File: src/include/spi_target_params.svh
// SPI target sizing: byte width, register bank depth, pin synchronizer depth and idle byte
`ifndef SPI_TARGET_PARAMS_SVH
`define SPI_TARGET_PARAMS_SVH

// Width of one SPI byte and of each register
`define SPI_DATA_W 8

// Register bank geometry
`define REG_COUNT  16
`define REG_ADDR_W 4

// Flops per SPI pin before edge detection
`define SPI_SYNC_STAGES 2

// Returned on MISO during the command byte and in write frames
`define SPI_IDLE_BYTE 8'hA5

`endif

File: src/verilog/spi_target_pkg.sv
// SPI target types: command byte layout and the register bank request word
`default_nettype none

`include "spi_target_params.svh"

package spi_target_pkg;

    // First byte of every frame
    typedef struct packed {
        logic                   read;   // 1 = read frame, 0 = write frame
        logic [2:0]             rsvd;   // Ignored
        logic [`REG_ADDR_W-1:0] addr;   // Start address of the burst
    } spi_cmd_t;

    // Carried alongside req, held stable until ack
    typedef struct packed {
        logic                   write;  // 1 = store wdata, 0 = fetch
        logic [`REG_ADDR_W-1:0] addr;   // Target register
        logic [`SPI_DATA_W-1:0] wdata;  // Only meaningful on writes
    } reg_req_t;

endpackage

`default_nettype wire

File: src/verilog/spi_byte_shifter.sv
// SPI mode 0 byte shifter: pin synchronizers, SCLK edge detection, RX and TX shift registers
`timescale 1ns/1ps
`default_nettype none

`include "spi_target_params.svh"

module spi_byte_shifter (
    input  logic                   cs,
    input  logic                   sck,
    input  logic                   spi_sclk_i,
    input  logic                   spi_cs_ni,
    input  logic                   spi_mosi_i,
    input  logic                   last_bit_i,
    input  logic [`SPI_DATA_W-1:0] tx_byte_i,
    output logic                   spi_miso_o,
    output logic                   sclk_rise_o,
    output logic                   sclk_fall_o,
    output logic                   frame_active_o,
    output logic                   byte_done_o,
    output logic [`SPI_DATA_W-1:0] rx_byte_o
);
    localparam int SYNC_LAST = `SPI_SYNC_STAGES - 1;
    localparam int DATA_MSB  = `SPI_DATA_W - 1;

    logic [`SPI_SYNC_STAGES-1:0] sclk_sync;
    logic [`SPI_SYNC_STAGES-1:0] cs_n_sync;
    logic [`SPI_SYNC_STAGES-1:0] mosi_sync;
    logic                        sclk_q;
    logic                        frame_active_q;
    logic                        frame_start;
    logic                        load_pending;
    logic [`SPI_DATA_W-1:0]      rx_shift;
    logic [`SPI_DATA_W-1:0]      tx_shift;

    // Two flops per pin, then one more on SCLK to find its edges
    always_ff @(posedge cs or negedge sck) begin
        if (!sck) begin
            sclk_sync      <= '0;
            cs_n_sync      <= '1;           // Deselected
            mosi_sync      <= '0;
            sclk_q         <= 1'b0;
            frame_active_q <= 1'b0;
        end else begin
            sclk_sync      <= {sclk_sync[SYNC_LAST-1:0], spi_sclk_i};
            cs_n_sync      <= {cs_n_sync[SYNC_LAST-1:0], spi_cs_ni};
            mosi_sync      <= {mosi_sync[SYNC_LAST-1:0], spi_mosi_i};
            sclk_q         <= sclk_sync[SYNC_LAST];
            frame_active_q <= frame_active_o;
        end
    end

    assign sclk_rise_o    = sclk_sync[SYNC_LAST] && !sclk_q;
    assign sclk_fall_o    = !sclk_sync[SYNC_LAST] && sclk_q;
    assign frame_active_o = !cs_n_sync[SYNC_LAST];
    assign frame_start    = frame_active_o && !frame_active_q;

    // Receive side, MOSI sampled on rising SCLK
    always_ff @(posedge cs) begin
        if (sclk_rise_o && frame_active_o) begin
            rx_shift <= {rx_shift[DATA_MSB-1:0], mosi_sync[SYNC_LAST]};
            if (last_bit_i) begin
                rx_byte_o <= {rx_shift[DATA_MSB-1:0], mosi_sync[SYNC_LAST]};
            end
        end
    end

    always_ff @(posedge cs or negedge sck) begin
        if (!sck) begin
            byte_done_o <= 1'b0;
        end else begin
            byte_done_o <= sclk_rise_o && frame_active_o && last_bit_i;
        end
    end

    // Transmit side, MSB first, advanced on falling SCLK
    always_ff @(posedge cs or negedge sck) begin
        if (!sck) begin
            tx_shift     <= `SPI_IDLE_BYTE;
            load_pending <= 1'b0;
        end else if (frame_start) begin
            tx_shift     <= tx_byte_i;      // MSB on the line before the first rise
            load_pending <= 1'b0;
        end else if (frame_active_o) begin
            if (byte_done_o) begin
                load_pending <= 1'b1;       // Next fall starts a new byte
            end else if (sclk_fall_o) begin
                if (load_pending) begin
                    tx_shift     <= tx_byte_i;
                    load_pending <= 1'b0;
                end else begin
                    tx_shift <= {tx_shift[DATA_MSB-1:0], 1'b0};
                end
            end
        end else begin
            load_pending <= 1'b0;
        end
    end

    assign spi_miso_o = tx_shift[DATA_MSB];

endmodule

`default_nettype wire

File: src/verilog/spi_frame_counter.sv
// SPI frame counter: bit position within the byte and byte index within the frame
`timescale 1ns/1ps
`default_nettype none

`include "spi_target_params.svh"

module spi_frame_counter (
    input  logic       cs,
    input  logic       sck,
    input  logic       sclk_rise_i,
    input  logic       frame_active_i,
    output logic       last_bit_o,
    output logic [1:0] byte_index_o
);
    localparam int BIT_W = $clog2(`SPI_DATA_W);

    logic [BIT_W-1:0] bit_cnt;

    always_ff @(posedge cs or negedge sck) begin
        if (!sck) begin
            bit_cnt      <= '0;
            byte_index_o <= '0;
        end else if (!frame_active_i) begin
            bit_cnt      <= '0;             // Chip select high restarts the byte
            byte_index_o <= '0;
        end else if (sclk_rise_i) begin
            bit_cnt <= bit_cnt + 1'b1;      // Wraps to 0 after the last bit
            if (last_bit_o && (byte_index_o != 2'd3)) begin
                byte_index_o <= byte_index_o + 1'b1;
            end
        end
    end

    assign last_bit_o = (bit_cnt == BIT_W'(`SPI_DATA_W - 1));

endmodule

`default_nettype wire

File: src/verilog/spi_cmd_fsm.sv
// SPI command FSM: decodes the command byte, steps the address and drives the register handshake
`timescale 1ns/1ps
`default_nettype none

`include "spi_target_params.svh"

module spi_cmd_fsm (
    input  logic                     cs,
    input  logic                     sck,
    input  logic                     byte_done_i,
    input  logic [`SPI_DATA_W-1:0]   rx_byte_i,
    input  logic [1:0]               byte_index_i,
    input  logic                     frame_active_i,
    output logic [`SPI_DATA_W-1:0]   tx_byte_o,
    output logic                     req_o,
    output spi_target_pkg::reg_req_t reg_req_o,
    input  logic                     ack_i,
    input  logic [`SPI_DATA_W-1:0]   rdata_i
);
    import spi_target_pkg::*;

    typedef enum logic [2:0] {
        IDLE,
        CMD,
        READ_REQ,
        READ_WAIT,
        WRITE_REQ,
        WRITE_WAIT,
        DATA
    } state_t;

    state_t                 state;
    logic                   read_mode;
    logic [`REG_ADDR_W-1:0] addr_q;
    spi_cmd_t               cmd;
    logic                   cmd_done;
    logic                   data_done;
    logic                   start_req;
    reg_req_t               next_req;

    assign cmd = spi_cmd_t'(rx_byte_i);

    // The index has already advanced when byte_done arrives, so 1 marks the command byte
    assign cmd_done  = byte_done_i && (byte_index_i == 2'd1);
    assign data_done = byte_done_i && (byte_index_i != 2'd1);

    always_comb begin
        start_req = 1'b0;
        next_req  = reg_req_o;
        if (frame_active_i) begin
            if (state == CMD && cmd_done && cmd.read) begin
                start_req      = 1'b1;      // Prefetch for the first data byte
                next_req.write = 1'b0;
                next_req.addr  = cmd.addr;
                next_req.wdata = '0;
            end else if (state == DATA && data_done) begin
                start_req      = 1'b1;
                next_req.write = !read_mode;
                next_req.addr  = read_mode ? addr_q + 1'b1 : addr_q;
                next_req.wdata = rx_byte_i;
            end
        end
    end

    // Request word only changes when a new request opens
    always_ff @(posedge cs) begin
        if (start_req) begin
            reg_req_o <= next_req;
        end
    end

    always_ff @(posedge cs or negedge sck) begin
        if (!sck) begin
            state     <= IDLE;
            read_mode <= 1'b0;
            addr_q    <= '0;
            req_o     <= 1'b0;
            tx_byte_o <= `SPI_IDLE_BYTE;
        end else begin
            case (state)
                IDLE: begin
                    tx_byte_o <= `SPI_IDLE_BYTE;
                    if (frame_active_i) begin
                        state <= CMD;
                    end
                end
                CMD: begin
                    if (!frame_active_i) begin
                        state <= IDLE;
                    end else if (cmd_done) begin
                        read_mode <= cmd.read;
                        addr_q    <= cmd.addr;
                        req_o     <= cmd.read;
                        state     <= cmd.read ? READ_REQ : DATA;
                    end
                end
                DATA: begin
                    if (!frame_active_i) begin
                        state <= IDLE;
                    end else if (start_req) begin
                        req_o  <= 1'b1;
                        addr_q <= next_req.addr;
                        state  <= read_mode ? READ_REQ : WRITE_REQ;
                    end
                end
                READ_REQ: begin
                    if (ack_i) begin
                        req_o     <= 1'b0;
                        tx_byte_o <= rdata_i;   // Shifted out from the next fall
                        state     <= READ_WAIT;
                    end
                end
                WRITE_REQ: begin
                    if (ack_i) begin
                        req_o  <= 1'b0;
                        addr_q <= addr_q + 1'b1;    // Wraps modulo 16
                        state  <= WRITE_WAIT;
                    end
                end
                READ_WAIT, WRITE_WAIT: begin
                    if (!ack_i) begin
                        state <= frame_active_i ? DATA : IDLE;
                    end
                end
                default: state <= IDLE;
            endcase
        end
    end

endmodule

`default_nettype wire

File: src/verilog/reg_bank.sv
// Register bank: sixteen byte registers served over a four-phase req/ack handshake
`timescale 1ns/1ps
`default_nettype none

`include "spi_target_params.svh"

module reg_bank (
    input  logic                     cs,
    input  logic                     sck,
    input  logic                     req_i,
    input  spi_target_pkg::reg_req_t reg_req_i,
    output logic                     ack_o,
    output logic [`SPI_DATA_W-1:0]   rdata_o
);
    logic [`SPI_DATA_W-1:0] regs [`REG_COUNT];
    logic                   access;

    // Acts once per request, on the cycle before ack rises
    assign access = req_i && !ack_o;

    always_ff @(posedge cs or negedge sck) begin
        if (!sck) begin
            ack_o <= 1'b0;
            for (int i = 0; i < `REG_COUNT; i++) begin
                regs[i] <= '0;
            end
        end else begin
            ack_o <= req_i;                 // Rises after req, falls after req drops
            if (access && reg_req_i.write) begin
                regs[reg_req_i.addr] <= reg_req_i.wdata;
            end
        end
    end

    // Read data is presented together with ack
    always_ff @(posedge cs) begin
        if (access) begin
            rdata_o <= regs[reg_req_i.addr];
        end
    end

endmodule

`default_nettype wire

File: src/verilog/spi_target.sv
// SPI target top: byte shifter, frame counter, command FSM and register bank
`timescale 1ns/1ps
`default_nettype none

`include "spi_target_params.svh"

module spi_target (
    input  logic cs,
    input  logic sck,
    input  logic spi_sclk_i,
    input  logic spi_cs_ni,
    input  logic spi_mosi_i,
    output logic spi_miso_o
);
    import spi_target_pkg::*;

    logic                   sclk_rise;
    logic                   frame_active;
    logic                   last_bit;
    logic [1:0]             byte_index;
    logic                   byte_done;
    logic [`SPI_DATA_W-1:0] rx_byte;
    logic [`SPI_DATA_W-1:0] tx_byte;
    logic                   req;
    logic                   ack;
    reg_req_t               reg_req;
    logic [`SPI_DATA_W-1:0] rdata;

    spi_byte_shifter u_shifter (
        .cs             (cs),
        .sck            (sck),
        .spi_sclk_i     (spi_sclk_i),
        .spi_cs_ni      (spi_cs_ni),
        .spi_mosi_i     (spi_mosi_i),
        .last_bit_i     (last_bit),
        .tx_byte_i      (tx_byte),
        .spi_miso_o     (spi_miso_o),
        .sclk_rise_o    (sclk_rise),
        .sclk_fall_o    (),         // Only used inside the shifter
        .frame_active_o (frame_active),
        .byte_done_o    (byte_done),
        .rx_byte_o      (rx_byte)
    );

    spi_frame_counter u_frame_cnt (
        .cs             (cs),
        .sck            (sck),
        .sclk_rise_i    (sclk_rise),
        .frame_active_i (frame_active),
        .last_bit_o     (last_bit),
        .byte_index_o   (byte_index)
    );

    spi_cmd_fsm u_cmd_fsm (
        .cs             (cs),
        .sck            (sck),
        .byte_done_i    (byte_done),
        .rx_byte_i      (rx_byte),
        .byte_index_i   (byte_index),
        .frame_active_i (frame_active),
        .tx_byte_o      (tx_byte),
        .req_o          (req),
        .reg_req_o      (reg_req),
        .ack_i          (ack),
        .rdata_i        (rdata)
    );

    reg_bank u_reg_bank (
        .cs        (cs),
        .sck       (sck),
        .req_i     (req),
        .reg_req_i (reg_req),
        .ack_o     (ack),
        .rdata_o   (rdata)
    );

endmodule

`default_nettype wire

File: config.mk
export PLATFORM = sky130hd
export DESIGN_NAME = spi_target
export DESIGN_NICKNAME = d
export VERILOG_FILES = /design/src/verilog/spi_target_pkg.sv /design/src/verilog/spi_byte_shifter.sv /design/src/verilog/spi_frame_counter.sv /design/src/verilog/spi_cmd_fsm.sv /design/src/verilog/reg_bank.sv /design/src/verilog/spi_target.sv
export VERILOG_INCLUDE_DIRS = /design/src /design/src/include
export SDC_FILE = /design/constraint.sdc
export NUM_CORES = 1
export LEC_CHECK = 0
export ABC_CLOCK_PERIOD_IN_PS = 2270
export BUFFER_PORTS_ARGS = -buffer_cell sky130_fd_sc_hd__buf_2
export CORE_ASPECT_RATIO = 1.1
export CORE_MARGIN = 3
export CORE_UTILIZATION = 63
export DETAILED_ROUTE_END_ITERATION = 8
export GPL_TIMING_DRIVEN = 1
export PLACE_DENSITY = 0.75
export SLEW_MARGIN = 20
export SYNTH_ARGS = -nofsm -noshare
export SYNTH_HDL_FRONTEND = slang
export SYNTH_SLANG_ARGS = --single-unit
File: constraint.sdc
create_clock -name cs -period 2.27 [get_ports cs]
set_input_delay 0.227 -clock cs [delete_from_list [all_inputs] [get_ports cs]]
set_output_delay 0.227 -clock cs [all_outputs]
set_load 0.02 [all_outputs]
**After elaboration in Yosys (flattened, before gate mapping)**

Index checks and enable logic that the tools add are counted.

- Register bits after elaboration: 205
- Latch bits: 0
- Bits in writable memories: 0
- Memory bits (read-only): 0
- Input bits: 5
- Output and inout bits: 1
- Logic and storage cells: 161
- Memories: 0

- Add/subtract/negate cells: 3
- Multipliers: 0
- Divide/modulo/power cells: 0
- Magnitude comparators: 2
- Eq/ne operators: 23
- Shift operators: 0
- Multiplexer cells: 53
- Bitwise operators: 2
- Reduce and logical (&&, ||, !) cells: 40

Operators by type and width:

| operator | count |
|---|---|
| bitwise mux 128 bit | 1 |
| two-way mux 8 bit | 9 |
| two-way mux 3 bit | 13 |
| binary-select mux 8 bit (select 4 bit) | 1 |
| demux 8 bit (select 4 bit) | 1 |
| two-way mux 12 bit | 2 |
| two-way mux 4 bit | 6 |
| case mux 3 bit (6 select lines) | 1 |
| AND reduction 6 bit | 3 |
| case mux 8 bit (2 select lines) | 1 |
| logical AND 1 bit | 14 |
| inequality test 2 bit, second input constant | 7 |
| two-way mux 13 bit | 1 |
| == test 3 bit, second input constant | 4 |
| two-way mux 1 bit | 12 |
| inequality test 2 x 1 -> 1 bit, second input constant | 6 |
| case mux 4 bit (3 select lines) | 1 |
| nonzero test 2 bit | 5 |
| AND reduction 3 bit | 3 |
| == test 3 x 2 -> 1 bit, second input constant | 2 |
| zero test 1 bit | 6 |
| two-way mux 2 bit | 3 |
| inequality test 3 x 2 -> 1 bit, second input constant | 2 |
| AND reduction 2 bit | 3 |
| other kinds (14) | 16 |

**Longest topological paths before layout**

- Word-level depth: 9
- Mapped depth: 7
- Gate-level depth less buffers: 6

**Hierarchy**

Synthesis repeated with hierarchy kept, for this count alone.

- Cell total of the unflattened synthesis: 634
- Area, all modules: 9,374.0 µm²

By module, submodules not included:

| module | times used | cells each | area an instance (µm²) | seq. area each (µm²) |
|---|---|---|---|---|
| reg_bank | 1 | 374 | 6,224.7 | 3,468.3 |
| spi_cmd_fsm | 1 | 179 | 1,719.1 | 820.8 |
| spi_byte_shifter | 1 | 60 | 1,169.9 | 908.4 |
| spi_frame_counter | 1 | 21 | 260.2 | 125.1 |

**Least setup slack after synthesis**

No wires, ideal clock.

- Path kind: register to register
- Start: reg u_shifter.cs_n_sync[1]
- End: reg u_cmd_fsm.reg_req_o[8] (netlist bit) (data pin)
- Library setup time: 258 ps
- Arrival: 1,835 ps
- Required time: 2,012 ps
- Path slack: 177 ps
- Stages on the path, launching flop included: 7
- Buffers on the path: 2
- Period minus slack after synthesis: 2,093 ps
- Path through: dfstp_2 > clkbuf_1 > and4b_1 > clkbuf_1 > nand2_1 > nand2_1 > o221a_2

RTL lines:

| item | line | RTL |
|---|---|---|
| start, declared | spi_byte_shifter.sv:26 | `` logic [`SPI_SYNC_STAGES-1:0] cs_n_sync; `` |
| start signal, assigned | spi_byte_shifter.sv:45 | `cs_n_sync <= {cs_n_sync[SYNC_LAST-1:0], spi_cs_ni};` |
| end signal, assigned | spi_cmd_fsm.sv:68 | `reg_req_o <= next_req;` |
| end, declared | spi_cmd_fsm.sv:16 | `output spi_target_pkg::reg_req_t reg_req_o,` |

**Final worst setup path**

- Start: reg u_cmd_fsm.reg_req_o[8] (netlist bit)
- End: reg u_reg_bank.regs[30] (netlist bit)

- Cells in the longest elaborated chain, start to end: 6
- Elaborated cells on any way between the ends: 7
- Those cells by class: order compare: 2; mux: 3; bitwise: 1; reduce/logical: 1

RTL lines:

| item | line | RTL |
|---|---|---|
| inverter 4 -> 5 bit (implied by the code) (*) | reg_bank.sv:30 | `regs[reg_req_i.addr] <= reg_req_i.wdata;` |
| >= comparator 5 bit (implied by the code) / < comparator 5 x 1 -> 1 bit (equally long branches) | reg_bank.sv:30 |  |
| logical AND 1 bit (implied by the code) | reg_bank.sv:30 |  |
| two-way mux 8 bit (implied by the code) | reg_bank.sv:30 |  |
| demux 8 bit (select 4 bit) (*) | reg_bank.sv:30 |  |
| bitwise mux 128 bit (*) | reg_bank.sv:30 |  |
| end signal, assigned by index | reg_bank.sv:30 |  |
| end, declared | reg_bank.sv:15 | `` logic [`SPI_DATA_W-1:0] regs [`REG_COUNT]; `` |

Every way passes the cells marked *; elsewhere a longest branch is shown, timed or not.
A chain may end at the register's enable or synchronous reset.

==> results.cfg <==
[status]
status = complete, no violations

[routing]
routed_wl_mm = 19.4
detail_route.first_pass.iterations = 5
drcViolationCount = 0
avgRoutedWirePerCell_um = 22.9
viasPerCell = 6.37
drtAntennaViolNets = 0
drtIter0Drc = 557
vias = 5409

[floorplanning]
rows = 45
start_util_pct = 65.5
die_area_um2 = 16100
ios = 6
die_h_um = 133
core_region_area_um2 = 14100
fp.dieW_um = 121

[sta]
fmax_mhz = 471
rsz0062_at_grt = no
max_slew_margin_pct = 38.3
maxSlewViolCount = 0
min_period_ns = 2.12
worst_pin_slew_ns = 0.924
hold_violations = 0
clock_skew_ns = 0.00716
fin_crit_sh_pct = 93.5
tns_ns = 0
setup_viol = 0

[global_routing]
antenna_found_initial = 0
grt_pass1_vias = 5714
track_usage_pct = 25.3
grt_pass1_wl_mm = 31.9
gr-total-overflow = 0
grt_max_degree = 69

[yosys]
yosys.area.top_type = dfrtp_1
synth_adder_area_share_pct = 0.678
syn_avg_cell_area_um2 = 14.7
ys_ff_latch = 205
synth-edff-count = 36
async_flop_share_pct = 82.4
yosysSeqAreaShare_pct = 57.7
ys_types = 58
synth-xor-area-share_pct = 0.665
synth_nets = 639
ys_warn_count = 0
syn_area_um2 = 9230
synth_top_family_by_area = multiplexers
synth_compound_area_share_pct = 4.81
synthMuxAreaShare_pct = 26.7
synth_top_area_share_pct = 43.1
synthCells = 629
synthFlopType = dfrtp_1
yosys-top-cells-area = dfrtp_1 43%, mux2_2 16%, edfxtp_1 12%
synthSimpleGateAreaFrac_pct = 7.31

[power_and_ir_drop]
peakVddDrop_mv = 0.950
powerDensity_nw_per_um2 = 794
p_leak_nw = 4.78

[cts]
clk_pin_slew_ns = 0.06
cts_setup_buffers = 0
htree_levels = 1
cts_buffers = 21
cts_tree = built
clock_sinks = 205
clock_latency_ns = 0.49
root_buffer = clkbuf_16
cts_buffer_depth = 3

[worst_setup_path]
end_kind = flip-flop
critPathKind = reg2reg
cp.arrival_ns = 2.50
reg2reg_slack_ns = 0.15
required_ns = 2.64
start_kind = flip-flop
timing.rr.start = u_cmd_fsm.reg_req_o[8]$_DFFE_PP_
rr_worst_depth = 4
crit_fanout = 26
worst_r2r_endpoint = u_reg_bank.regs[30]$_DFFE_PN0P_

[placed_design]
place_area_um2 = 9590
dpl.cell_count = 807
hpwlAfterDp_mm = 12.8
port_buffers = 5
globalplace.congestion = 0.900

[layout]
instances_no_fill = 849
finish.instance_area_um2 = 10400
fillers = 891
fin_util_pct = 73.6
fin_nets = 656
layout-drive-gt1-share_pct = 38.7
syn2layout_area_growth_pct = 12.3
final_common_cell = dfrtp_1
final_cell_mix = 159 x dfrtp_1, 127 x mux2_2, 40 x mux4_2, 36 x edfxtp_1, 26 x nor2_1
diodes = 0

[hold_path]
min_path_type = in2async

[job]
drv_cap = 0
[metrics by stage]
stage                     power (W)  worst slack [ns]  hold WS, ns
final                       0.00822             0.147        0.252
after global routing        0.00851            0.0771        0.289
after CTS                   0.00828             0.147        0.267
after detailed placement    0.00463             0.153        0.215
after global placement      0.00461             0.226        0.201
after floorplan             0.00440             0.177      -0.0686
[routing by layer]
metal  share of wire [%]  global-route usage, %  up-vias
met3                 3.8                   2.86       39
met2                  52                   42.9      142
met4                 2.4                   7.41        0
met1                  42                   35.0     2856
met5                   0                      0        -
li1                    -                      -     2372
[sequential cells by signal (all words and copies together), names as in the netlist, 3 cells and up]
register             cells
u_cmd_fsm.tx_byte_o      8
u_reg_bank.regs        128
u_frame_cnt.bit_cnt      3
u_cmd_fsm.state          3
u_shifter.rx_byte_o      8
u_reg_bank.rdata_o       8
u_cmd_fsm.reg_req_o     13
u_cmd_fsm.addr_q         4
u_shifter.rx_shift       7
u_shifter.tx_shift       8
[synth_stat cells (all sizes together) (2+ instances only)]
cell and number:
dfrtp 159, mux2 129, mux4 40, clkbuf 36, edfxtp 36, nor2 32, a21oi 23, nand2 18
mux2i 11, nor2b 11, and3 10, dfstp 10, nand3 10, nand3b 8, o21ai 8, buf 7
nand2b 6, ha 5, nor3b 5, o2bb2ai 5, a31oi 4, inv 4, nor3 4, o211ai 4
xor2 4, a22oi 3, and2 3, and3b 3, xnor2 3, a211oi 2, nor4bb 2, o211a 2
o21bai 2, o221a 2, o32ai 2, or3b 2
[what timing repair did]
item / in CTS / in global routing
gates resized for setup: 0 / 0
hold endpoints to repair: 55 / 0
hold buffers: 4 / 0
[kinds of logic after synthesis]
family,after synthesis
buf+inv,48
simple gates,118
mux,180
fa+ha+maj,5
compound gates,66
xor+xnor,7
flops,205
[worst max path at each step]
stage	endpoint	startpoint	slack, ns
6_report	u_reg_bank.regs[30]$_DFFE_PN0P_	u_cmd_fsm.reg_req_o[8]$_DFFE_PP_	0.15
5_1_grt	u_reg_bank.regs[26]$_DFFE_PN0P_	u_cmd_fsm.reg_req_o[8]$_DFFE_PP_	0.08
4_1_cts	u_reg_bank.regs[30]$_DFFE_PN0P_	u_cmd_fsm.reg_req_o[8]$_DFFE_PP_	0.15
3_5_place_dp	u_reg_bank.regs[30]$_DFFE_PN0P_	u_cmd_fsm.reg_req_o[8]$_DFFE_PP_	0.15
3_3_place_gp	u_reg_bank.regs[127]$_DFFE_PN0P_	u_cmd_fsm.reg_req_o[8]$_DFFE_PP_	0.23
2_1_floorplan	u_cmd_fsm.reg_req_o[8]$_DFFE_PP_	u_shifter.cs_n_sync[1]$_DFF_PN1_	0.18
[area by class of cell]
class	instances	area [um2]	share of cell area [%]
clock inverters	8	144	1.39
well taps	188	235	2.27
inverters	5	18.8	0.181
multi-input cells	376	3710	35.8
repair buffers	37	344	3.32
clock buffers	30	589	5.69
flip-flops and latches	205	5320	51.4
[where the power goes]
group / switching, W / internal, W / leakage, nW / total (W)
Combinational: 0.000416 / 0.000278 / 1.81 / 0.000694
Clock: 0.00137 / 0.00226 / 0.360 / 0.00364
Sequential: 0.0000786 / 0.00381 / 2.61 / 0.00389
Total: 0.00187 / 0.00635 / 4.78 / 0.00822
[critical path, stage by stage, from the launching register on]
cell      delay, ns
edfxtp_1       0.47
buf_12         0.22
or3b_1         0.49
nor2_2         0.42
mux2_2         0.40
Power figures use the tool's default switching activity.
